[src/source/lsu_pkg.sv]
// LSU package with opcode fields, exception codes, widths, instruction union and bus structs
package lsu_pkg;

    // --------------------
    // Widths
    // --------------------
    localparam int XLEN      = 32;
    localparam int STRB_W    = 4;
    localparam int EXC_W     = 6;
    localparam int TAG_DEPTH = 2;

    // Major opcodes
    localparam logic [6:0] OPC_LOAD  = 7'b0000011;
    localparam logic [6:0] OPC_STORE = 7'b0100011;

    // Size and signedness in funct3
    localparam logic [2:0] F3_B  = 3'b000;
    localparam logic [2:0] F3_H  = 3'b001;
    localparam logic [2:0] F3_W  = 3'b010;
    localparam logic [2:0] F3_BU = 3'b100;
    localparam logic [2:0] F3_HU = 3'b101;

    // --------------------
    // Exception codes
    // --------------------
    // Bit 4 marks a valid exception and the low bits carry the RISC-V cause
    localparam logic [EXC_W-1:0] EXC_NONE             = 6'h00;
    localparam logic [EXC_W-1:0] EXC_MISALIGNED_LOAD  = 6'h14;
    localparam logic [EXC_W-1:0] EXC_FAULT_LOAD       = 6'h15;
    localparam logic [EXC_W-1:0] EXC_MISALIGNED_STORE = 6'h16;
    localparam logic [EXC_W-1:0] EXC_FAULT_STORE      = 6'h17;

    // --------------------
    // Instruction formats
    // --------------------
    typedef struct packed {
        logic [11:0] imm;
        logic [4:0]  rs1;
        logic [2:0]  funct3;
        logic [4:0]  rd;
        logic [6:0]  opcode;
    } insn_i_fmt_t;

    typedef struct packed {
        logic [6:0] imm_hi;
        logic [4:0] rs2;
        logic [4:0] rs1;
        logic [2:0] funct3;
        logic [4:0] imm_lo;
        logic [6:0] opcode;
    } insn_s_fmt_t;

    // Same word seen as a load (I-type) or a store (S-type)
    typedef union packed {
        insn_i_fmt_t i_fmt;
        insn_s_fmt_t s_fmt;
    } lsu_insn_u;

    // Pipeline side
    typedef struct packed {
        logic            valid;
        lsu_insn_u       insn;
        logic [XLEN-1:0] ra_operand;
        logic [XLEN-1:0] rb_operand;
    } opcode_t;

    // Bus side
    typedef struct packed {
        logic [XLEN-1:0]   addr;
        logic [XLEN-1:0]   data_wr;
        logic              rd;
        logic [STRB_W-1:0] wr;
    } mem_req_t;

    typedef struct packed {
        logic [XLEN-1:0] data_rd;
        logic            ack;
        logic            error;
    } mem_resp_t;

    // Per-access information kept until completion
    typedef struct packed {
        logic [XLEN-1:0] addr;
        logic            is_signed;
        logic            half;
        logic            is_byte;
        logic            load;
    } lsu_tag_t;

    typedef struct packed {
        logic             valid;
        logic [XLEN-1:0]  value;
        logic [EXC_W-1:0] exception;
    } wb_t;

endpackage

[src/source/lsu_request.sv]
// LSU request stage with decode, address generation, store lanes, E1 register and stall
module lsu_request
(
    input  logic              clk_i,
    input  logic              rst_i,
    input  lsu_pkg::opcode_t  opcode_i,
    input  logic              mem_accept_i,
    input  lsu_pkg::mem_resp_t mem_resp_i,
    output lsu_pkg::mem_req_t mem_req_o,
    output logic              stall_o,
    output logic              tag_push_o,
    output lsu_pkg::lsu_tag_t tag_o,
    output logic              unaligned_e2_o
);
    import lsu_pkg::*;

    logic [6:0]        opc_w;
    logic [2:0]        f3_w;
    logic              load_w;
    logic              store_w;
    logic              size_byte_w;
    logic              size_half_w;
    logic              size_word_w;
    logic [XLEN-1:0]   imm_i_w;
    logic [XLEN-1:0]   imm_s_w;
    logic [XLEN-1:0]   addr_w;
    logic              unaligned_w;
    logic [XLEN-1:0]   data_r;
    logic [STRB_W-1:0] wr_r;

    // E1 register
    logic              rd_q;
    logic [STRB_W-1:0] wr_q;
    logic              unaligned_e1_q;
    logic [XLEN-1:0]   data_wr_q;
    lsu_tag_t          tag_q;

    logic              unaligned_e2_q;
    logic              pending_q;
    logic              req_active_w;
    logic              issue_w;
    logic              complete_ok_w;
    logic              complete_err_w;
    logic              delay_w;
    logic              wait_accept_w;
    logic              squash_w;

    // --------------------
    // Decode
    // --------------------
    assign opc_w = opcode_i.insn.i_fmt.opcode;
    assign f3_w  = opcode_i.insn.i_fmt.funct3;

    assign load_w  = opcode_i.valid && (opc_w == OPC_LOAD) &&
                     (f3_w inside {F3_B, F3_H, F3_W, F3_BU, F3_HU});
    assign store_w = opcode_i.valid && (opc_w == OPC_STORE) &&
                     (f3_w inside {F3_B, F3_H, F3_W});

    assign size_byte_w = (f3_w[1:0] == 2'b00);
    assign size_half_w = (f3_w[1:0] == 2'b01);
    assign size_word_w = (f3_w[1:0] == 2'b10);

    // Immediates of both formats picked by instruction class
    assign imm_i_w = {{20{opcode_i.insn.i_fmt.imm[11]}}, opcode_i.insn.i_fmt.imm};
    assign imm_s_w = {{20{opcode_i.insn.s_fmt.imm_hi[6]}}, opcode_i.insn.s_fmt.imm_hi,
                      opcode_i.insn.s_fmt.imm_lo};
    assign addr_w  = opcode_i.ra_operand + (store_w ? imm_s_w : imm_i_w);

    assign unaligned_w = (load_w || store_w) &&
                         ((size_word_w && (addr_w[1:0] != 2'b00)) ||
                          (size_half_w && addr_w[0]));

    // Store data into its byte lanes
    always_comb
    begin
        data_r = '0;
        wr_r   = '0;
        if (store_w && !unaligned_w)
        begin
            case (f3_w[1:0])
                2'b00:
                begin
                    data_r = {24'b0, opcode_i.rb_operand[7:0]} << {addr_w[1:0], 3'b000};
                    wr_r   = 4'b0001 << addr_w[1:0];
                end
                2'b01:
                begin
                    data_r = {16'b0, opcode_i.rb_operand[15:0]} << {addr_w[1:0], 3'b000};
                    wr_r   = 4'b0011 << addr_w[1:0];
                end
                default:
                begin
                    data_r = opcode_i.rb_operand;
                    wr_r   = 4'b1111;
                end
            endcase
        end
    end

    // --------------------
    // Outstanding access
    // --------------------
    assign req_active_w   = mem_req_o.rd || (|mem_req_o.wr);
    assign issue_w        = req_active_w && mem_accept_i;
    assign complete_ok_w  = mem_resp_i.ack && !mem_resp_i.error;
    assign complete_err_w = mem_resp_i.ack && mem_resp_i.error;

    always_ff @(posedge clk_i or posedge rst_i)
    begin
        if (rst_i)
            pending_q <= 1'b0;
        else if (issue_w)
            pending_q <= 1'b1;
        else if (mem_resp_i.ack)
            pending_q <= 1'b0;
    end

    // Hold back while the previous response is still due
    assign delay_w       = pending_q && !complete_ok_w;
    assign wait_accept_w = req_active_w && !mem_accept_i;
    // Fault on the previous access kills whatever sits in E1
    assign squash_w      = complete_err_w || unaligned_e2_q;

    // Dummy ack for a misaligned access
    always_ff @(posedge clk_i or posedge rst_i)
    begin
        if (rst_i)
            unaligned_e2_q <= 1'b0;
        else
            unaligned_e2_q <= unaligned_e1_q && !delay_w;
    end

    // --------------------
    // E1 register
    // --------------------
    always_ff @(posedge clk_i or posedge rst_i)
    begin
        if (rst_i)
        begin
            rd_q           <= 1'b0;
            wr_q           <= '0;
            unaligned_e1_q <= 1'b0;
        end
        else if (squash_w)
        begin
            rd_q           <= 1'b0;
            wr_q           <= '0;
            unaligned_e1_q <= 1'b0;
        end
        else if (!stall_o)
        begin
            rd_q           <= load_w && !unaligned_w;
            wr_q           <= wr_r;
            unaligned_e1_q <= unaligned_w;
        end
        else if (unaligned_e1_q && !delay_w)
            unaligned_e1_q <= 1'b0;
    end

    always_ff @(posedge clk_i)
    begin
        if (!stall_o)
        begin
            data_wr_q       <= data_r;
            tag_q.addr      <= addr_w;
            tag_q.is_signed <= load_w && !f3_w[2];
            tag_q.half      <= size_half_w;
            tag_q.is_byte   <= size_byte_w;
            tag_q.load      <= load_w;
        end
    end

    // Bus request is masked until the earlier access completes
    assign mem_req_o.addr    = {tag_q.addr[XLEN-1:2], 2'b00};
    assign mem_req_o.data_wr = data_wr_q;
    assign mem_req_o.rd      = rd_q && !delay_w;
    assign mem_req_o.wr      = wr_q & ~{STRB_W{delay_w}};

    assign stall_o        = wait_accept_w || delay_w || unaligned_e1_q;
    assign tag_push_o     = issue_w || (unaligned_e1_q && !delay_w);
    assign tag_o          = tag_q;
    assign unaligned_e2_o = unaligned_e2_q;

    // --------------------
    // Assertions
    // --------------------
    a_rd_wr_exclusive: assert property (@(posedge clk_i) disable iff (rst_i)
        !(mem_req_o.rd && (|mem_req_o.wr)));

    a_ack_outstanding: assert property (@(posedge clk_i) disable iff (rst_i)
        mem_resp_i.ack |-> pending_q);

endmodule

[src/source/lsu_resp_fifo.sv]
// Tag FIFO holding the access information of each issued or dummy-completed access
module lsu_resp_fifo
#(
    parameter int DEPTH = lsu_pkg::TAG_DEPTH
)
(
    input  logic              clk_i,
    input  logic              rst_i,
    input  logic              push_i,
    input  logic              pop_i,
    input  lsu_pkg::lsu_tag_t data_i,
    output lsu_pkg::lsu_tag_t data_o
);
    import lsu_pkg::*;

    typedef logic [$clog2(DEPTH)-1:0] ptr_t;
    typedef logic [$clog2(DEPTH):0]   cnt_t;

    lsu_tag_t mem_q [DEPTH];
    ptr_t     rd_ptr_q;
    ptr_t     wr_ptr_q;
    cnt_t     count_q;
    logic     full_w;
    logic     empty_w;
    logic     do_push_w;
    logic     do_pop_w;

    assign full_w    = (count_q == cnt_t'(DEPTH));
    assign empty_w   = (count_q == '0);
    assign do_push_w = push_i && !full_w;
    assign do_pop_w  = pop_i && !empty_w;

    // Pointers wrap on their own since DEPTH is a power of two
    always_ff @(posedge clk_i or posedge rst_i)
    begin
        if (rst_i)
        begin
            rd_ptr_q <= '0;
            wr_ptr_q <= '0;
            count_q  <= '0;
        end
        else
        begin
            if (do_push_w)
                wr_ptr_q <= wr_ptr_q + 1'b1;
            if (do_pop_w)
                rd_ptr_q <= rd_ptr_q + 1'b1;
            if (do_push_w && !do_pop_w)
                count_q <= count_q + 1'b1;
            else if (!do_push_w && do_pop_w)
                count_q <= count_q - 1'b1;
        end
    end

    always_ff @(posedge clk_i)
    begin
        if (do_push_w)
            mem_q[wr_ptr_q] <= data_i;
    end

    // Oldest entry
    assign data_o = mem_q[rd_ptr_q];

    a_no_overflow: assert property (@(posedge clk_i) disable iff (rst_i) push_i |-> !full_w);
    a_no_underflow: assert property (@(posedge clk_i) disable iff (rst_i) pop_i |-> !empty_w);

endmodule

[src/source/lsu_response.sv]
// LSU response stage with load extraction, extension and exception encoding
module lsu_response
(
    input  lsu_pkg::mem_resp_t mem_resp_i,
    input  logic               unaligned_e2_i,
    input  lsu_pkg::lsu_tag_t  tag_i,
    output lsu_pkg::wb_t       wb_o
);
    import lsu_pkg::*;

    logic [7:0]  byte_sel_w;
    logic [15:0] half_sel_w;
    logic        fault_w;

    assign fault_w = mem_resp_i.ack && mem_resp_i.error;

    // --------------------
    // Lane select
    // --------------------
    always_comb
    begin
        case (tag_i.addr[1:0])
            2'b11:   byte_sel_w = mem_resp_i.data_rd[31:24];
            2'b10:   byte_sel_w = mem_resp_i.data_rd[23:16];
            2'b01:   byte_sel_w = mem_resp_i.data_rd[15:8];
            default: byte_sel_w = mem_resp_i.data_rd[7:0];
        endcase
    end

    assign half_sel_w = tag_i.addr[1] ? mem_resp_i.data_rd[31:16] : mem_resp_i.data_rd[15:0];

    // --------------------
    // Writeback value
    // --------------------
    always_comb
    begin
        wb_o.value = '0;
        // Faulting address goes back as the value
        if (fault_w || unaligned_e2_i)
            wb_o.value = tag_i.addr;
        else if (mem_resp_i.ack && tag_i.load)
        begin
            if (tag_i.is_byte)
                wb_o.value = {{24{tag_i.is_signed & byte_sel_w[7]}}, byte_sel_w};
            else if (tag_i.half)
                wb_o.value = {{16{tag_i.is_signed & half_sel_w[15]}}, half_sel_w};
            else
                wb_o.value = mem_resp_i.data_rd;
        end
    end

    // Misalignment wins over a bus fault
    always_comb
    begin
        if (unaligned_e2_i && tag_i.load)
            wb_o.exception = EXC_MISALIGNED_LOAD;
        else if (unaligned_e2_i)
            wb_o.exception = EXC_MISALIGNED_STORE;
        else if (fault_w && tag_i.load)
            wb_o.exception = EXC_FAULT_LOAD;
        else if (fault_w)
            wb_o.exception = EXC_FAULT_STORE;
        else
            wb_o.exception = EXC_NONE;
    end

    assign wb_o.valid = mem_resp_i.ack || unaligned_e2_i;

endmodule

[src/source/lsu_top.sv]
// LSU top level connecting request stage, tag FIFO and response stage
module lsu_top
(
    input  logic               clk_i,
    input  logic               rst_i,
    input  lsu_pkg::opcode_t   opcode_i,
    input  logic               mem_accept_i,
    input  lsu_pkg::mem_resp_t mem_resp_i,
    output lsu_pkg::mem_req_t  mem_req_o,
    output logic               stall_o,
    output lsu_pkg::wb_t       wb_o
);
    import lsu_pkg::*;

    logic     tag_push;
    logic     tag_pop;
    logic     unaligned_e2;
    lsu_tag_t tag_in;
    lsu_tag_t tag_out;

    // One pop per real or dummy completion
    assign tag_pop = mem_resp_i.ack || unaligned_e2;

    lsu_request u_request (
        .clk_i          (clk_i),
        .rst_i          (rst_i),
        .opcode_i       (opcode_i),
        .mem_accept_i   (mem_accept_i),
        .mem_resp_i     (mem_resp_i),
        .mem_req_o      (mem_req_o),
        .stall_o        (stall_o),
        .tag_push_o     (tag_push),
        .tag_o          (tag_in),
        .unaligned_e2_o (unaligned_e2)
    );

    lsu_resp_fifo #(.DEPTH(TAG_DEPTH)) u_tags (
        .clk_i  (clk_i),
        .rst_i  (rst_i),
        .push_i (tag_push),
        .pop_i  (tag_pop),
        .data_i (tag_in),
        .data_o (tag_out)
    );

    lsu_response u_response (
        .mem_resp_i     (mem_resp_i),
        .unaligned_e2_i (unaligned_e2),
        .tag_i          (tag_out),
        .wb_o           (wb_o)
    );

endmodule

[config.mk]
export PLATFORM = sky130hd
export DESIGN_NAME = lsu_top
export DESIGN_NICKNAME = d
export VERILOG_FILES = /design/src/source/lsu_pkg.sv /design/src/source/lsu_request.sv /design/src/source/lsu_resp_fifo.sv /design/src/source/lsu_response.sv /design/src/source/lsu_top.sv
export SDC_FILE = /design/constraint.sdc
export NUM_CORES = 1
export LEC_CHECK = 0
export BUFFER_PORTS_ARGS = -buffer_cell sky130_fd_sc_hd__buf_4
export CAP_MARGIN = 20
export CORE_AREA = 5 5 137 126
export DETAILED_ROUTE_END_ITERATION = 10
export DIE_AREA = 0 0 142 131
export GPL_TIMING_DRIVEN = 0
export PLACE_DENSITY = 0.86
export SLEW_MARGIN = 20
export SYNTH_ARGS = -nofsm -noshare
export SYNTH_HDL_FRONTEND = slang
export SYNTH_SLANG_ARGS = --single-unit
[constraint.sdc]
create_clock -name clk_i -period 6.75 [get_ports clk_i]
set_input_delay 0.675 -clock clk_i [delete_from_list [all_inputs] [get_ports clk_i]]
set_output_delay 0.675 -clock clk_i [all_outputs]
set_load 0.005 [all_outputs]
==> results.txt <==
Worst endpoint required time: 6.99 ns
Final GP Congestion: 0.932
Std cell rows: 44
Commonest cells after routing, fill and taps aside: buf_4, edfxtp_1, nor2_1
Setup TNS: 0 ns
Vias per inst: 5.83
Post-synthesis cell area: 8870 sq um
Final setup margin: 2.47 ns
Initial Util: 0.563
CTS Root Cell: clkbuf_16
Int Power: 2180 uW
Tcrit/Tclk final: 0.635
RSZ-0062 raised after global routing: false
Actual slew at the worst max-slew pin: 0.893 ns
Worst-Skew Late Latency: 0.43 ns
First-pass GRT wire length: 37,200 microns
Synthesized flop and latch total: 152
CTS sink count: 152
Peak supply drop: 206 uV
Tot Pwr: 3040 uW
Via count: 7,485
Sw power: 868 uW
Power Dens Cells: 262 nW/um^2
Yosys Warn Count: 0
Initial antenna violation count: 0
Crit end category: register
Layout cells sized above 1: 0.329
IO Pins: 243
Post-route DRC violation count: 0
H-tree levels: 4
Antenna diode instance count: 0
Grt ovf: 0
Max-cap viol count: 0
Distinct cell type count after synthesis: 65
Worst rel slew slack: 0.405
Initial drt markers: 776
Sw Ratio: 0.285
Sequential-to-total area share from yosys stat: 0.508
Total Routing Usage GR: 0.260
Core box area: 15,700 sq um
FFs w/ async S/R, synth: 0.0789
Largest net degree at the start of global routing: 49
Die ar.: 18,600 sq um
Drt wl/cell: 19.1 microns
Count of final max-slew check failures: 0
Prevailing post-synth register cell: edfxtp_1
Fmax: 233 MHz
PortBufs: 233
Outcome: finished clean
Postcts setup bufs: 0
Area Overhead vs Synth: 30.9%
HP Class: in -> async
Final nets: 1,231
Clock slew at reported path FFs: 0.06 ns
Final hold violations: 0
Die height: 131 microns
Sequential power share: 0.384
Startpoint Class: input pin
Most common cell after layout, fill and taps aside: buf_4
Post-synth EDFFs: 140
Final std cells w/o fill: 1,284
Antenna Nets Post-Route: 0
Min Tclk post-route: 4.28 ns
TritonCTS buffer count: 17
Avg Cell Area, Syn: 11.0 sq um
Final WL: 24,600 microns
Critical-path maximum fanout: 7
Worst setup path category: in -> reg
Dpl ws: 2.20 ns
Die W: 142 microns
CTS tree: built
Post-cts resize count: 0
Worst EP arrival: 4.52 ns
Syn Inst Count: 806
Number of global-route vias before repair: 6,904
Clock buffer depth: 2
Detail Placement HPWL: 18,900 microns
Clock group share of total power: 0.327
Hold_buf cts: 0
DRT Pass-1 Iters: 5
Final Skew: 0.0143 ns
Dpl cells: 1,252
Final setup violation count: 0
P_leak: 0.00500 uW
Comb power frac: 0.290
==> worst paths after layout <==
kind	start	endpoint	slack, ns	cells past startpoint
worst max-delay path	opcode_i[67]	u_request.mem_req_o[67]	2.47	17
worst max register to register	u_request.wr_q[2]	u_tags.mem_q[1][16]	4.29	7
worst min register to register	u_request.tag_o[4]	u_tags.mem_q[1][4]	0.46	0
worst min-delay path	rst_i	u_request.rd_q	0.27	2
max in group asynchronous	rst_i	u_tags.count_q[0]	6.17	2
min in group clk_i	u_request.tag_o[4]	u_tags.mem_q[1][4]	0.46	0
==> power groups by stage <==
stage	Sequential [uW]	Combinational (uW)	Clock [uW]
after CTS	1170	876	1000
after global placement	1180	851	0
after detailed placement	1190	868	0
after floorplan	1160	548	0
after global routing	1180	953	1050
final	1170	882	994
==> cells by family after synthesis <==
family,Yosys count,share of synthesized area
buffers and inverters,96,0.0597
adders and majority gates,33,0.0474
other,1,0.000423
xor gates and xnor gates,33,0.0326
AOI/OAI and AO/OA,230,0.158
DFF,152,0.508
muxes,68,0.0894
and+or+nand+nor,193,0.105
==> layer usage <==
metal  track usage  up-vias  routed length [microns]
li1              -     3483                        -
met1         0.358     3509                    10100
met2         0.411      438                    11600
met3        0.0557       55                     2050
met4        0.0926        0                      809
met5             0        -                        0
==> critical path: stages <==
cell and delay [ns]:
buf_4 0.11, nor2_1 0.10, nand3_1 0.14, nor4b_4 0.45
nand4b_4 0.29, mux2_2 0.30, ha_1 0.18, inv_1 0.06
fa_1 0.39, and2b_1 0.24, o211ai_1 0.11, a21o_1 0.23
and3b_4 0.20, o31ai_4 0.31, a32oi_2 0.13, o41ai_2 0.33
xor2_1 0.27
==> synth_stat cells, types with 4 or more instances <==
cell | number | area share
a21o_1 | 10 | 0.0085
a21oi_1 | 62 | 0.035
a22oi_1 | 26 | 0.022
a31oi_1 | 5 | 0.0035
and2_1 | 18 | 0.013
and3_1 | 4 | 0.0028
buf_4 | 40 | 0.034
clkbuf_1 | 24 | 0.010
dfrtp_1 | 12 | 0.034
edfxtp_1 | 140 | 0.47
ha_1 | 32 | 0.045
inv_1 | 25 | 0.011
mux2_2 | 17 | 0.022
mux2i_1 | 43 | 0.049
mux4_2 | 7 | 0.018
nand2_1 | 46 | 0.019
nand3_1 | 9 | 0.0051
nand4_1 | 4 | 0.0028
nor2_1 | 83 | 0.035
nor2b_1 | 5 | 0.0035
nor3_1 | 5 | 0.0028
o211ai_1 | 7 | 0.0059
o21a_1 | 7 | 0.0059
o21ai_0 | 80 | 0.045
o22ai_1 | 8 | 0.0056
o31ai_1 | 4 | 0.0034
xnor2_1 | 21 | 0.021
xor2_1 | 12 | 0.012
==> area by class of cell <==
cell class,count,area [sq um]
Clock inverter,15,201
Multi-Input combinational cell,561,3850
Clock buffer,17,425
Buffer,71,435
Sequential cell,152,4500
Tap cell,207,259
Inverter,25,96.3
Fill cell,1116,4140
Timing Repair Buffer,236,1830
==> registers in the layout, summed over array words and instances (netlist names) <==
register and count:
u_tags.mem_q 72, u_request.rd_q 1, u_request.pending_q 1, u_tags.rd_ptr_q 1, u_request.unaligned_e1_q 1, u_tags.wr_ptr_q 1, u_request.tag_o 6, u_request.unaligned_e2_o 1
u_request.mem_req_o 30, u_request.wr_q 4, u_tags.count_q 2, u_request.data_wr_q 32
==> per-stage QoR <==
step	area [sq um]	util	hold WS (ns)
CTS	11600	0.737	0.258
finish	11600	0.737	0.270
detailed placement	11000	0.697	0.441
floorplan	8880	-	0.421
global route	11600	0.737	0.299
global placement	10900	0.692	0.423
Power figures use the tool's default switching activity.
